--- config.mk ---
export PLATFORM = sky130hd
export DESIGN_NAME = enigma_top
export DESIGN_NICKNAME = d
export VERILOG_FILES = /design/src/hw/enigma_rotor_pkg.sv /design/src/hw/enigma_host_pkg.sv /design/src/hw/enigma_host_if.sv /design/src/hw/enigma_pipeline.sv /design/src/hw/enigma_plugboard.sv /design/src/hw/enigma_rotor_a.sv /design/src/hw/enigma_rotor_b.sv /design/src/hw/enigma_top.sv
export VERILOG_INCLUDE_DIRS = /design/src /design/src/hw
export SDC_FILE = /design/constraint.sdc
export NUM_CORES = 2
export LEC_CHECK = 0
export BUFFER_PORTS_ARGS = -buffer_cell sky130_fd_sc_hd__buf_4
export CAP_MARGIN = 25
export CORE_UTILIZATION = 45
export DETAILED_ROUTE_END_ITERATION = 16
export GPL_TIMING_DRIVEN = 0
export PLACE_DENSITY_LB_ADDON = 0.1
export SETUP_SLACK_MARGIN = 0.3
export SLEW_MARGIN = 30
export SYNTH_ARGS = -nofsm -noshare
export SYNTH_HDL_FRONTEND = slang
export SYNTH_SLANG_ARGS = --single-unit
--- constraint.sdc ---
create_clock -name clk -period 17.8 [get_ports clk]
set_input_delay 2.67 -clock clk [delete_from_list [all_inputs] [get_ports clk]]
set_output_delay 2.67 -clock clk [all_outputs]
set_load 0.05 [all_outputs]
--- src/hw/enigma_defs.svh ---
//================================================
// symbol width, table depths and stepping field
// width of the rotor cipher engine
//================================================
`ifndef ENIGMA_DEFS_SVH
`define ENIGMA_DEFS_SVH

// one cipher symbol
`define ENIGMA_SYM_W        6

// entries per rotor table
`define ENIGMA_ROTOR_DEPTH  64

// plug board holds 16 swap pairs
`define ENIGMA_PLUG_DEPTH   32

// low bits of a rotor output that step rotor A
`define ENIGMA_STEP_W       2

`endif

--- src/hw/enigma_rotor_pkg.sv ---
//================================================
// symbol, stepping view of a rotor output and
// pipeline stage types
//================================================
`include "enigma_defs.svh"

package enigma_rotor_pkg;

  typedef logic [`ENIGMA_SYM_W-1:0] sym_t;

  typedef struct packed {
    logic [`ENIGMA_SYM_W-`ENIGMA_STEP_W-1:0] upper;
    logic [`ENIGMA_STEP_W-1:0]               step;
  } sym_split_t;

  // same word read as a symbol or as a step amount
  typedef union packed {
    sym_t       sym;
    sym_split_t split;
  } sym_step_u;

  typedef struct packed {
    logic valid;
    logic decrypt;
    sym_t sym;
  } sym_issue_t;

  typedef struct packed {
    logic valid;
    logic decrypt;
    sym_t sym;
  } stage_t;

endpackage

--- src/hw/enigma_host_pkg.sv ---
//================================================
// host side types: command, table write strobe
// and enciphered result
//================================================
package enigma_host_pkg;

  typedef enum logic [1:0] {
    sel_plug    = 2'd0,
    sel_rotor_a = 2'd1,
    sel_rotor_b = 2'd2
  } table_sel_e;

  typedef enum logic {
    op_load  = 1'b0,
    op_crypt = 1'b1
  } cmd_op_e;

  // symbol doubles as table data on a load
  typedef struct packed {
    cmd_op_e                op;
    table_sel_e             table_sel;
    logic                   decrypt;
    enigma_rotor_pkg::sym_t symbol;
  } host_cmd_t;

  typedef struct packed {
    logic                   wr_plug;
    logic                   wr_rota;
    logic                   wr_rotb;
    enigma_rotor_pkg::sym_t data;
  } table_wr_t;

  typedef struct packed {
    logic                   valid;
    enigma_rotor_pkg::sym_t code;
  } crypt_result_t;

endpackage

--- src/hw/enigma_host_if.sv ---
//================================================
// four-phase command acceptor that decodes each
// command into a table write or a symbol issue
//================================================
`timescale 1ns/100ps

module enigma_host_if (
  input  logic                         clk,
  input  logic                         srst_n,
  input  logic                         cmd_req_i,
  input  enigma_host_pkg::host_cmd_t   cmd_i,
  output logic                         cmd_ack_o,
  output enigma_host_pkg::table_wr_t   table_wr_o,
  output enigma_rotor_pkg::sym_issue_t sym_issue_o
);

  logic                   ack_q;
  logic                   accept;
  logic                   is_load;
  logic                   wr_plug_q;
  logic                   wr_rota_q;
  logic                   wr_rotb_q;
  logic                   issue_q;
  logic                   decrypt_q;
  enigma_rotor_pkg::sym_t data_q;

  // new command only when ack is back low
  assign accept  = cmd_req_i && !ack_q;
  assign is_load = (cmd_i.op == enigma_host_pkg::op_load);

  always_ff @(posedge clk) begin
    if (!srst_n) begin
      ack_q <= 1'b0;
    end else if (accept) begin
      ack_q <= 1'b1;
    end else if (!cmd_req_i) begin
      ack_q <= 1'b0;
    end
  end

  // single-cycle strobes after acceptance
  always_ff @(posedge clk) begin
    if (!srst_n) begin
      wr_plug_q <= 1'b0;
      wr_rota_q <= 1'b0;
      wr_rotb_q <= 1'b0;
      issue_q   <= 1'b0;
    end else begin
      wr_plug_q <= accept && is_load && (cmd_i.table_sel == enigma_host_pkg::sel_plug);
      wr_rota_q <= accept && is_load && (cmd_i.table_sel == enigma_host_pkg::sel_rotor_a);
      wr_rotb_q <= accept && is_load && (cmd_i.table_sel == enigma_host_pkg::sel_rotor_b);
      issue_q   <= accept && !is_load;
    end
  end

  always_ff @(posedge clk) begin
    if (accept) begin
      data_q    <= cmd_i.symbol;
      decrypt_q <= cmd_i.decrypt;
    end
  end

  assign cmd_ack_o   = ack_q;
  assign table_wr_o  = '{wr_plug: wr_plug_q, wr_rota: wr_rota_q, wr_rotb: wr_rotb_q,
                         data: data_q};
  assign sym_issue_o = '{valid: issue_q, decrypt: decrypt_q, sym: data_q};

  // host starts a command only once ack is low
  a_req_after_ack : assert property (@(posedge clk) disable iff (!srst_n)
    $rose(cmd_req_i) |-> !ack_q);

endmodule

--- src/hw/enigma_pipeline.sv ---
//================================================
// stage registers, valid chain and rotor A
// position counter
//================================================
`timescale 1ns/100ps
`include "enigma_defs.svh"

module enigma_pipeline (
  input  logic                           clk,
  input  logic                           srst_n,
  input  enigma_rotor_pkg::sym_issue_t   sym_issue_i,
  input  enigma_host_pkg::table_wr_t     table_wr_i,
  input  enigma_rotor_pkg::sym_t         plug_fwd_i,
  input  enigma_rotor_pkg::sym_t         plug_ret_i,
  input  enigma_rotor_pkg::sym_step_u    rota_fwd_i,
  input  enigma_rotor_pkg::sym_t         rota_inv_i,
  input  enigma_rotor_pkg::sym_step_u    rotb_inv_i,
  output enigma_rotor_pkg::sym_t         plug_fwd_addr_o,
  output enigma_rotor_pkg::sym_t         plug_ret_addr_o,
  output enigma_rotor_pkg::sym_t         rota_fwd_addr_o,
  output enigma_rotor_pkg::sym_t         rota_inv_addr_o,
  output enigma_rotor_pkg::sym_t         rotb_addr_o,
  output enigma_rotor_pkg::sym_t         position_o,
  output enigma_rotor_pkg::sym_t         inv_position_o,
  output enigma_host_pkg::crypt_result_t result_o
);

  enigma_rotor_pkg::stage_t         s0_q;
  enigma_rotor_pkg::stage_t         s1_q;
  enigma_rotor_pkg::stage_t         s2_q;
  enigma_rotor_pkg::stage_t         s3_q;
  enigma_rotor_pkg::sym_t           s2_pos_q;
  enigma_rotor_pkg::sym_t           position_q;
  enigma_host_pkg::crypt_result_t   result_q;
  logic [`ENIGMA_STEP_W-1:0]        step;
  logic                             wr_any;

  //================================================
  // stage chain
  //================================================
  always_ff @(posedge clk) begin
    if (!srst_n) begin
      s0_q.valid     <= 1'b0;
      s1_q.valid     <= 1'b0;
      s2_q.valid     <= 1'b0;
      s3_q.valid     <= 1'b0;
      result_q.valid <= 1'b0;
    end else begin
      s0_q           <= '{valid: sym_issue_i.valid, decrypt: sym_issue_i.decrypt,
                          sym: sym_issue_i.sym};
      s1_q           <= '{valid: s0_q.valid, decrypt: s0_q.decrypt, sym: plug_fwd_i};
      s2_q           <= '{valid: s1_q.valid, decrypt: s1_q.decrypt, sym: rotb_inv_i.sym};
      s2_pos_q       <= position_q;
      s3_q           <= '{valid: s2_q.valid, decrypt: s2_q.decrypt, sym: rota_inv_i};
      result_q.valid <= s3_q.valid;
      result_q.code  <= plug_ret_i;
    end
  end

  //================================================
  // rotor A position
  //================================================
  assign wr_any = table_wr_i.wr_plug || table_wr_i.wr_rota || table_wr_i.wr_rotb;

  // decrypt steps on inverse rotor B, which equals the encrypt-side rotor A output
  assign step = s1_q.decrypt ? rotb_inv_i.split.step : rota_fwd_i.split.step;

  always_ff @(posedge clk) begin
    if (!srst_n) begin
      position_q <= '0;
    end else if (wr_any) begin
      position_q <= '0;
    end else if (s1_q.valid) begin
      position_q <= position_q + {{(`ENIGMA_SYM_W-`ENIGMA_STEP_W){1'b0}}, step};
    end
  end

  // lookup addresses
  assign plug_fwd_addr_o = s0_q.sym;
  assign rota_fwd_addr_o = s1_q.sym;
  assign rotb_addr_o     = rota_fwd_i.sym;
  assign rota_inv_addr_o = s2_q.sym;
  assign plug_ret_addr_o = s3_q.sym;
  assign position_o      = position_q;
  assign inv_position_o  = s2_pos_q;
  assign result_o        = result_q;

  // a write clearing the position would swallow this symbol's step
  a_no_wr_on_step : assert property (@(posedge clk) disable iff (!srst_n)
    wr_any |-> !s1_q.valid);

endmodule

--- src/hw/enigma_plugboard.sv ---
//================================================
// plug board store, forward and return swaps
//================================================
`timescale 1ns/100ps
`include "enigma_defs.svh"

module enigma_plugboard (
  input  logic                       clk,
  input  logic                       srst_n,
  input  enigma_host_pkg::table_wr_t table_wr_i,
  input  enigma_rotor_pkg::sym_t     fwd_sym_i,
  input  enigma_rotor_pkg::sym_t     ret_sym_i,
  output enigma_rotor_pkg::sym_t     fwd_sym_o,
  output enigma_rotor_pkg::sym_t     ret_sym_o
);

  localparam int DEPTH = `ENIGMA_PLUG_DEPTH;

  enigma_rotor_pkg::sym_t table_q [DEPTH];

  // new entry lands at the top, older ones move down
  always_ff @(posedge clk) begin
    if (!srst_n) begin
      for (int i = 0; i < DEPTH; i++) begin
        table_q[i] <= '0;
      end
    end else if (table_wr_i.wr_plug) begin
      for (int i = 0; i < DEPTH - 1; i++) begin
        table_q[i] <= table_q[i+1];
      end
      table_q[DEPTH-1] <= table_wr_i.data;
    end
  end

  // partner of entry k sits at k^1, lowest match wins
  function automatic enigma_rotor_pkg::sym_t swap(input enigma_rotor_pkg::sym_t sym);
    enigma_rotor_pkg::sym_t res;
    res = sym;
    for (int k = DEPTH - 1; k >= 0; k--) begin
      if (table_q[k] == sym) begin
        res = table_q[k ^ 1];
      end
    end
    return res;
  endfunction

  always_comb begin
    fwd_sym_o = swap(fwd_sym_i);
    ret_sym_o = swap(ret_sym_i);
  end

endmodule

--- src/hw/enigma_rotor_a.sv ---
//================================================
// rotor A store, offset forward lookup and
// inverse search
//================================================
`timescale 1ns/100ps
`include "enigma_defs.svh"

module enigma_rotor_a (
  input  logic                        clk,
  input  logic                        srst_n,
  input  enigma_host_pkg::table_wr_t  table_wr_i,
  input  enigma_rotor_pkg::sym_t      position_i,
  input  enigma_rotor_pkg::sym_t      fwd_sym_i,
  input  enigma_rotor_pkg::sym_t      inv_sym_i,
  input  enigma_rotor_pkg::sym_t      inv_position_i,
  output enigma_rotor_pkg::sym_step_u fwd_sym_o,
  output enigma_rotor_pkg::sym_t      inv_sym_o
);

  localparam int DEPTH = `ENIGMA_ROTOR_DEPTH;

  enigma_rotor_pkg::sym_t table_q [DEPTH];
  enigma_rotor_pkg::sym_t rd_idx;
  enigma_rotor_pkg::sym_t inv_idx;
  logic                   inv_found;

  always_ff @(posedge clk) begin
    if (!srst_n) begin
      for (int i = 0; i < DEPTH; i++) begin
        table_q[i] <= '0;
      end
    end else if (table_wr_i.wr_rota) begin
      for (int i = 0; i < DEPTH - 1; i++) begin
        table_q[i] <= table_q[i+1];
      end
      table_q[DEPTH-1] <= table_wr_i.data;
    end
  end

  // wraps modulo 64
  assign rd_idx        = fwd_sym_i - position_i;
  assign fwd_sym_o.sym = table_q[rd_idx];

  always_comb begin
    inv_idx   = '0;
    inv_found = 1'b0;
    for (int j = DEPTH - 1; j >= 0; j--) begin
      if (table_q[j] == inv_sym_i) begin
        inv_idx   = enigma_rotor_pkg::sym_t'(j);
        inv_found = 1'b1;
      end
    end
  end

  // undo the offset of the symbol's own stage
  assign inv_sym_o = inv_found ? (inv_idx + inv_position_i) : '0;

endmodule

--- src/hw/enigma_rotor_b.sv ---
//================================================
// rotor B store, forward lookup, reflector and
// inverse search
//================================================
`timescale 1ns/100ps
`include "enigma_defs.svh"

module enigma_rotor_b (
  input  logic                        clk,
  input  logic                        srst_n,
  input  enigma_host_pkg::table_wr_t  table_wr_i,
  input  enigma_rotor_pkg::sym_t      sym_i,
  output enigma_rotor_pkg::sym_step_u inv_sym_o
);

  localparam int DEPTH = `ENIGMA_ROTOR_DEPTH;
  localparam int CNT_W = $clog2(DEPTH) + 1;

  enigma_rotor_pkg::sym_t table_q [DEPTH];
  logic [CNT_W-1:0]       wr_cnt_q;
  enigma_rotor_pkg::sym_t reflected;
  enigma_rotor_pkg::sym_t inv_idx;
  logic                   inv_found;

  always_ff @(posedge clk) begin
    if (!srst_n) begin
      for (int i = 0; i < DEPTH; i++) begin
        table_q[i] <= '0;
      end
    end else if (table_wr_i.wr_rotb) begin
      for (int i = 0; i < DEPTH - 1; i++) begin
        table_q[i] <= table_q[i+1];
      end
      table_q[DEPTH-1] <= table_wr_i.data;
    end
  end

  // saturates once every entry has been written
  always_ff @(posedge clk) begin
    if (!srst_n) begin
      wr_cnt_q <= '0;
    end else if (table_wr_i.wr_rotb && (wr_cnt_q != CNT_W'(DEPTH))) begin
      wr_cnt_q <= wr_cnt_q + 1'b1;
    end
  end

  // reflector is a plain inversion
  assign reflected = ~table_q[sym_i];

  always_comb begin
    inv_idx   = '0;
    inv_found = 1'b0;
    for (int j = DEPTH - 1; j >= 0; j--) begin
      if (table_q[j] == reflected) begin
        inv_idx   = enigma_rotor_pkg::sym_t'(j);
        inv_found = 1'b1;
      end
    end
  end

  assign inv_sym_o.sym = inv_idx;

  a_inv_hit : assert property (@(posedge clk) disable iff (!srst_n)
    (wr_cnt_q == CNT_W'(DEPTH)) |-> inv_found);

endmodule

--- src/hw/enigma_top.sv ---
//================================================
// rotor cipher engine top level
//================================================
`timescale 1ns/100ps

module enigma_top (
  input  logic                           clk,
  input  logic                           srst_n,
  input  logic                           cmd_req_i,
  input  enigma_host_pkg::host_cmd_t     cmd_i,
  output logic                           cmd_ack_o,
  output enigma_host_pkg::crypt_result_t result_o
);

  enigma_host_pkg::table_wr_t   table_wr;
  enigma_rotor_pkg::sym_issue_t sym_issue;
  enigma_rotor_pkg::sym_t       plug_fwd_addr;
  enigma_rotor_pkg::sym_t       plug_ret_addr;
  enigma_rotor_pkg::sym_t       rota_fwd_addr;
  enigma_rotor_pkg::sym_t       rota_inv_addr;
  enigma_rotor_pkg::sym_t       rotb_addr;
  enigma_rotor_pkg::sym_t       position;
  enigma_rotor_pkg::sym_t       inv_position;
  enigma_rotor_pkg::sym_t       plug_fwd;
  enigma_rotor_pkg::sym_t       plug_ret;
  enigma_rotor_pkg::sym_t       rota_inv;
  enigma_rotor_pkg::sym_step_u  rota_fwd;
  enigma_rotor_pkg::sym_step_u  rotb_inv;

  enigma_host_if u_host_if (
    .clk(clk), .srst_n(srst_n), .cmd_req_i(cmd_req_i), .cmd_i(cmd_i),
    .cmd_ack_o(cmd_ack_o), .table_wr_o(table_wr), .sym_issue_o(sym_issue)
  );

  enigma_plugboard u_plugboard (
    .clk(clk), .srst_n(srst_n), .table_wr_i(table_wr),
    .fwd_sym_i(plug_fwd_addr), .ret_sym_i(plug_ret_addr),
    .fwd_sym_o(plug_fwd), .ret_sym_o(plug_ret)
  );

  enigma_rotor_a u_rotor_a (
    .clk(clk), .srst_n(srst_n), .table_wr_i(table_wr), .position_i(position),
    .fwd_sym_i(rota_fwd_addr), .inv_sym_i(rota_inv_addr), .inv_position_i(inv_position),
    .fwd_sym_o(rota_fwd), .inv_sym_o(rota_inv)
  );

  enigma_rotor_b u_rotor_b (
    .clk(clk), .srst_n(srst_n), .table_wr_i(table_wr),
    .sym_i(rotb_addr), .inv_sym_o(rotb_inv)
  );

  enigma_pipeline u_pipeline (
    .clk(clk), .srst_n(srst_n), .sym_issue_i(sym_issue), .table_wr_i(table_wr),
    .plug_fwd_i(plug_fwd), .plug_ret_i(plug_ret), .rota_fwd_i(rota_fwd),
    .rota_inv_i(rota_inv), .rotb_inv_i(rotb_inv),
    .plug_fwd_addr_o(plug_fwd_addr), .plug_ret_addr_o(plug_ret_addr),
    .rota_fwd_addr_o(rota_fwd_addr), .rota_inv_addr_o(rota_inv_addr),
    .rotb_addr_o(rotb_addr), .position_o(position), .inv_position_o(inv_position),
    .result_o(result_o)
  );

endmodule
== After elaboration in Yosys (flattened, before gate mapping) ==
Memories as Yosys holds them, arrays and structs flattened.
Index checks and enable logic that the tools add are counted.

* Register bits: 61
* Bits in writable memories: 960
* Bits of input ports: 13
* Output and inout port bits: 8
* Word-level logic and storage cells: 833
* Memories: 3

{| class="wikitable"
|+ Memories
! memory !! words !! width !! read ports !! clocked after Yosys merged registers in !! write ports !! line !! text
|-
| u_rotor_a.table_q || 64 || 6 || 65 || 0 || 64 || enigma_rotor_a.sv:22 || <nowiki>enigma_rotor_pkg::sym_t table_q [DEPTH];</nowiki>
|-
| u_rotor_b.table_q || 64 || 6 || 65 || 0 || 64 || enigma_rotor_b.sv:19 || <nowiki>enigma_rotor_pkg::sym_t table_q [DEPTH];</nowiki>
|-
| u_plugboard.table_q || 32 || 6 || 32 || 0 || 32 || enigma_plugboard.sv:19 || <nowiki>enigma_rotor_pkg::sym_t table_q [DEPTH];</nowiki>
|}

* Add/sub/neg operators: 3
* Eq/ne operators: 195
* Multiplexer cells: 429
* Bitwise gates (word level): 163
* Reduce and logical (&&, ||, !) cells: 15

{| class="wikitable"
|+ Operators by type and width
! kind !! count
|-
| two-way mux 6 bit || 320
|-
| equality test 6 bit || 192
|-
| OR 1 bit || 160
|-
| two-way mux 5 bit || 16
|-
| two-way mux 1 bit || 76
|-
| two-way mux 4 bit || 8
|-
| OR reduction 32 bit || 1
|-
| OR reduction 16 bit || 1
|-
| two-way mux 3 bit || 4
|-
| two-way mux 2 bit || 5
|-
| OR reduction 8 bit || 1
|-
| adder 6 x 2 -> 6 bit || 1
|-
| adder 6 bit || 1
|-
| logical AND 1 bit || 6
|-
| NOT 6 bit || 1
|-
| subtractor 6 bit || 1
|-
| OR reduction 4 bit || 1
|-
| equality test 2 x 1 -> 1 bit (second input constant) || 1
|-
| equality test 2 bit (second input constant) || 1
|-
| logical NOT 2 bit || 1
|-
| logical OR 1 bit || 2
|-
| inequality test 2 x 1 -> 1 bit (second input constant) || 1
|-
| NOT 1 bit || 2
|-
| OR reduction 2 bit || 1
|-
| logical NOT 1 bit || 1
|}

== Logic depth before layout (Yosys ltp) ==
An unclocked memory read counts as a cell.

* Word-level depth: 71
* Depth in mapped cells: 38

== By module ==
A second synthesis with hierarchy kept.

* Cells, all modules: 5,775
* Area total of the unflattened synthesis: 66,341.1 µm²

{| class="wikitable"
|+ By module, submodules not included
! module !! instances !! cells each !! area each (µm²) !! sequential area each (µm²)
|-
| enigma_rotor_b || 1 || 2,169 || 24,961.4 || 11,531.1
|-
| enigma_rotor_a || 1 || 1,777 || 23,008.3 || 11,531.1
|-
| enigma_plugboard || 1 || 1,683 || 16,075.4 || 5,765.5
|-
| enigma_pipeline || 1 || 114 || 1,839.3 || 1,361.3
|-
| enigma_host_if || 1 || 32 || 456.7 || 310.3
|}

== Least setup slack after synthesis ==
No wires, ideal clock.

* Path kind: input to register
* Start: input port srst_n
* End: memory u_rotor_a.table_q[0][0] (netlist name), enable pin
* Setup time: 0.818 ns
* Data arrival time: 11.545 ns
* Setup slack: 5.438 ns
* Cell stages on the path: 2
* Cells stage by stage: clkbuf_1 nand2b_1

{| class="wikitable"
|+ RTL lines
! element !! line !! text
|-
| from (decl) || enigma_top.sv:8 || <nowiki>input logic srst_n,</nowiki>
|-
| to (decl) || enigma_rotor_a.sv:22 ||
|}

== Worst setup path after layout ==
* Start: register u_pipeline.s1_q, in the netlist u_pipeline.rota_fwd_addr_o[0]
* End: register u_pipeline.position_q[1] (netlist: u_pipeline.position_o[1])

* Word-level cells in the longest chain between the ends: 71

{| class="wikitable"
|+ Ends and longest elaborated chain
! element !! line !! text
|-
| from (decl) || enigma_pipeline.sv:29 || <nowiki>enigma_rotor_pkg::stage_t s1_q;</nowiki>
|-
| from (signal assigned) || enigma_pipeline.sv:51 || <nowiki>s1_q <= '{valid: s0_q.valid, decrypt: s0_q.decrypt, sym: plug_fwd_i};</nowiki>
|-
| subtractor 6 bit (*) || enigma_rotor_a.sv:41 || <nowiki>assign rd_idx = fwd_sym_i - position_i;</nowiki>
|-
| memory read (64 x 6 bit) (*) || n/a ||
|-
| memory read (64 x 6 bit) || n/a ||
|-
| NOT 6 bit || enigma_rotor_b.sv:48 || <nowiki>assign reflected = ~table_q[sym_i];</nowiki>
|-
| equality test 6 bit || enigma_rotor_b.sv:54 || <nowiki>if (table_q[j] == reflected) begin</nowiki>
|-
| two-way mux 6 bit (32 in a row) || enigma_rotor_b.sv:54 ||
|-
| two-way mux 5 bit (16 in a row) || enigma_rotor_b.sv:54 ||
|-
| two-way mux 4 bit (8 in a row) || enigma_rotor_b.sv:54 ||
|-
| two-way mux 3 bit (4 in a row) || enigma_rotor_b.sv:54 ||
|-
| two-way mux 2 bit (4 in a row) || enigma_rotor_b.sv:54 ||
|-
| two-way mux 2 bit (*) || enigma_pipeline.sv:66 || <nowiki>assign step = s1_q.decrypt ? rotb_inv_i.split.step : rota_fwd_i.split.step;</nowiki>
|-
| adder 6 x 2 -> 6 bit (*) || enigma_pipeline.sv:74 || <nowiki>position_q <= position_q + {{(`ENIGMA_SYM_W-`ENIGMA_STEP_W){1'b0}}, step};</nowiki>
|-
| to (signal assigned) || enigma_pipeline.sv:74 ||
|-
| to (decl) || enigma_pipeline.sv:33 || <nowiki>enigma_rotor_pkg::sym_t position_q;</nowiki>
|}

Every way passes the cells marked *; elsewhere a longest branch is shown, timed or not.
A chain may end at the register's enable or synchronous reset.

==> summary.md <==
| Metric | Value |
|---|---|
| Outcome | `finished, final reports clean` |
| Asr flop ratio synth | `0%` |
| Number of global-route vias before repair | `53404` |
| Syn-to-layout area delta | `11.2%` |
| Worst hold start | `u_pipeline.s0_q[6]` |
| Die Span X | `385 microns` |
| Main combinational cell family by area after synthesis | `simple AND/OR/NAND/NOR gates` |
| Final hold vios | `0` |
| RR Startpoint | `u_pipeline.rota_fwd_addr_o[0]` |
| Met2 usage | `64.2%` |
| FF-to-FF setup slack | `5120 ps` |
| Worst path top cell family by delay | `buffers and inverters` |
| CP Capture Type | `flip-flop` |
| Area share of fa/ha/maj cells after synthesis | `0.318%` |
| Synth Area in Compound Gates | `11.1%` |
| Synthesized cell area | `0.0662 sq mm` |
| CP most frequent cell | `clkbuf_1` |
| Max incr delay on CP | `890 ps` |
| Share of the synthesized area in the top cell type | `45.6%` |
| H-tree depth | `3` |
| CTS Root Buffer Type | `clkbuf_16` |
| Met1 Track Usage GR | `53.0%` |
| Die area | `0.149 sq mm` |
| Syn Inst Count | `6300` |
| Worst path bufs/invs | `10` |
| Setup crit start kind | `flip-flop` |
| Post-Syn Nets | `6328` |
| Largest net degree at the start of global routing | `54` |
| CP Class | `reg -> reg` |
| Worst path required time | `18440 ps` |
| Synth area leaders | `edfxtp_1 (46%), xnor2_1 (6.6%), xor2_1 (6.1%)` |
| Post-CTS Hold Fix Bufs | `0` |
| #FFs+latches synth | `1021` |
| Final setup viols | `0` |
| Post-Synth XOR/XNOR Area | `12.7%` |
| Area leader, netlist | `edfxtp_1` |
| # rows | `140` |
| RSZ-0062 raised after global routing | `no` |
| Slew margin rel. | `19.3%` |
| Drt drc | `0` |
| Post-synthesis mux area share | `5.39%` |
| Core box area | `0.146 sq mm` |
| TritonCTS buffer count | `115` |
| Global-route usage over all layers | `41.4%` |
| Busiest grt layer | `met2` |
| Mean Syn Cell Area | `10.5 sq um` |
| HPWL after DPL | `233000 microns` |
| Boundary Pins | `21` |
| Post-CTS resize count | `0` |
| Register area share after synthesis | `46.1%` |
| Worst Tran Pin Value | `1200 ps` |
| Fmax | `0.0789 GHz` |
| Clock latency on the worst-skew pair | `790 ps` |
| Clock transition at the registers of the reported paths | `60 ps` |
| EDFF count, synth | `1005` |
| Number of detailed-routing iterations run before antenna repair | `6` |
| Max-Cap Viols | `0` |
| Final ANT Viol Nets | `0` |
| 1st-iter DRT viols | `7994` |
| CP max FO | `10` |
| Port Buf Inserts | `20` |
| Fin crit share | `71.2%` |
| Vias per Instance | `6.70` |
| Tmin final | `12680 ps` |
| Met3 GRT Util | `8.45%` |
| Critical path's slowest cell | `clkbuf_1` |
| Share of cells above drive strength 1 | `9.79%` |
| Crit path launch | `u_pipeline.rota_fwd_addr_o[0]` |
| Max-slew violation total from the final report | `0` |
| Routability cong. | `1.04` |
| Grt ovf | `0` |
| # Post-CTS Setup Buffers | `0` |
| Initial Utilization | `45.4%` |
| Hold Path Class | `reg -> reg` |
| Die Y | `385 microns` |
| Most used DFF post-synth | `edfxtp_1` |
| Worst EP arrival | `13320 ps` |
| WL per Instance | `36.9 microns` |
| Initial antenna violation count | `24` |
| Final nets | `6496` |
| CTS tree | `built` |
| First-pass GRT wire length | `429000 microns` |
| Count of cell types in the netlist | `100` |
| Yosys warning total | `0` |
| WHS | `430 ps` |
| Simple-gate share of the synthesized area | `20.0%` |
| Via count | `56893` |
| CTS sink cnt | `1021` |
| Routed Wire Length | `314000 microns` |
| Final Skew | `53.7 ps` |
| Worst-case clock buffer depth | `3` |
-- kinds of logic (layout without fill, tap and decap cells) --
| family | count (synthesis) | in the layout |
|---|---|---|
| XOR/XNOR | 960 | 960 |
| AO/OA/AOI/OAI | 1055 | 1055 |
| AND/OR/NAND/NOR | 2372 | 2372 |
| multiplexers | 227 | 227 |
| buffers and inverters | 650 | 916 |
| adder cells (fa/ha/maj) | 15 | 15 |
| flip-flops | 1021 | 1021 |
| other | 0 | 11 |
-- per-layer routing --
metal  up-vias  part of all wire (%)
met4        24                   7.4
met5         -                 0.057
met2      3761                    45
met3      1000                   9.7
met1     28334                    38
li1      23774                     -
-- worst paths after layout --
kind                              end  depth (start not counted)
min                u_pipeline.s1_q[6]                          0
min reg2reg        u_pipeline.s1_q[6]                          0
max reg2reg  u_pipeline.position_o[1]                         33
max          u_pipeline.position_o[1]                         33
-- cell usage in the layout (no fill, tap or decap), drive strengths merged, types with 56 or more instances in the layout --
master / instances
edfxtp: 1005
and3: 624
xnor2: 500
clkbuf: 492
xor2: 460
and2: 455
nand2: 384
buf: 237
a21oi: 192
nor2: 187
nor3: 169
o21ai: 164
nand3: 161
nor4: 135
o211ai: 127
inv: 111
mux4: 100
mux2i: 98
nand4: 95
a21boi: 78
o2111ai: 75
o22ai: 74
a22oi: 56
-- sequential cells by signal, indices dropped and copies added, names as in the netlist, 6 cells and up --
| register | flops |
|---|---|
| u_pipeline.rota_inv_addr_o | 6 |
| u_rotor_a.table_q | 384 |
| u_pipeline.plug_fwd_addr_o | 6 |
| u_pipeline.plug_ret_addr_o | 6 |
| u_pipeline.rota_fwd_addr_o | 6 |
| u_rotor_b.table_q | 384 |
| u_plugboard.table_q | 192 |
| u_pipeline.position_o | 6 |
| u_pipeline.inv_position_o | 6 |
| u_host_if.data_q | 6 |
| u_pipeline.result_o | 7 |
-- Yosys cell counts, types with 12 or more instances --
library cell / number
edfxtp_1: 1005
and3_1: 624
xnor2_1: 499
xor2_1: 459
and2_1: 455
nand2_1: 384
clkbuf_1: 352
a21oi_1: 192
nor2_1: 182
nor3_1: 166
nand3_1: 156
o21ai_0: 151
nor4_1: 131
o211ai_1: 127
inv_1: 108
mux4_2: 99
mux2i_1: 97
nand4_1: 95
buf_2: 83
a21boi_0: 77
o2111ai_1: 75
o22ai_1: 74
a22oi_1: 55
buf_1: 52
a31oi_1: 40
or4_1: 33
or3_1: 31
nand2b_1: 30
mux2_2: 29
buf_4: 26
a41oi_1: 24
buf_6: 22
o31a_1: 21
a211oi_1: 20
a21o_1: 19
a221oi_1: 16
a32o_1: 16
dfxtp_1: 16
a311oi_1: 15
a31o_2: 15
a31o_1: 14
nand4b_1: 14
ha_1: 12
nor2b_1: 12
-- worst register-to-register path, delay by kind of cell, from the launching register on --
| family | cells | cell delay, ps |
|---|---|---|
| AOI/OAI and AO/OA | 8 | 2270 |
| xor gates and xnor gates | 1 | 470 |
| adders and majority gates | 4 | 1390 |
| buffers and inverters | 10 | 5260 |
| DFF | 1 | 330 |
| muxes | 1 | 150 |
| and+or+nand+nor | 9 | 2710 |
-- metrics by stage --
stage / worst slack (ps) / setup TNS, ps / instance area [sq um] / util (%) / cells
global placement: -866 / -371730 / 68700 / 47.1 / 8237
CTS: 5530 / 0 / 73500 / 50.4 / 8482
floorplan: 5440 / 0 / 66200 / - / 6300
detailed placement: 5590 / 0 / 69500 / 47.7 / 8267
global route: 5250 / 0 / 73500 / 50.5 / 8484
finish: 5120 / 0 / 73600 / 50.5 / 8494
-- final cells by class --
type	instances	area, sq um
diodes	11	27.5
well taps	1917	2400
plain buffers	542	2560
inverters	108	405
multi-input cells	4629	32900
repair buffers	51	827
clock inverters	79	925
clock buffers	136	3020
flip-flops and latches	1021	30500
fillers	13381	72200
Power is not shown: default switching activity piles up to over one toggle a cycle in this logic, so the estimate is an artifact.
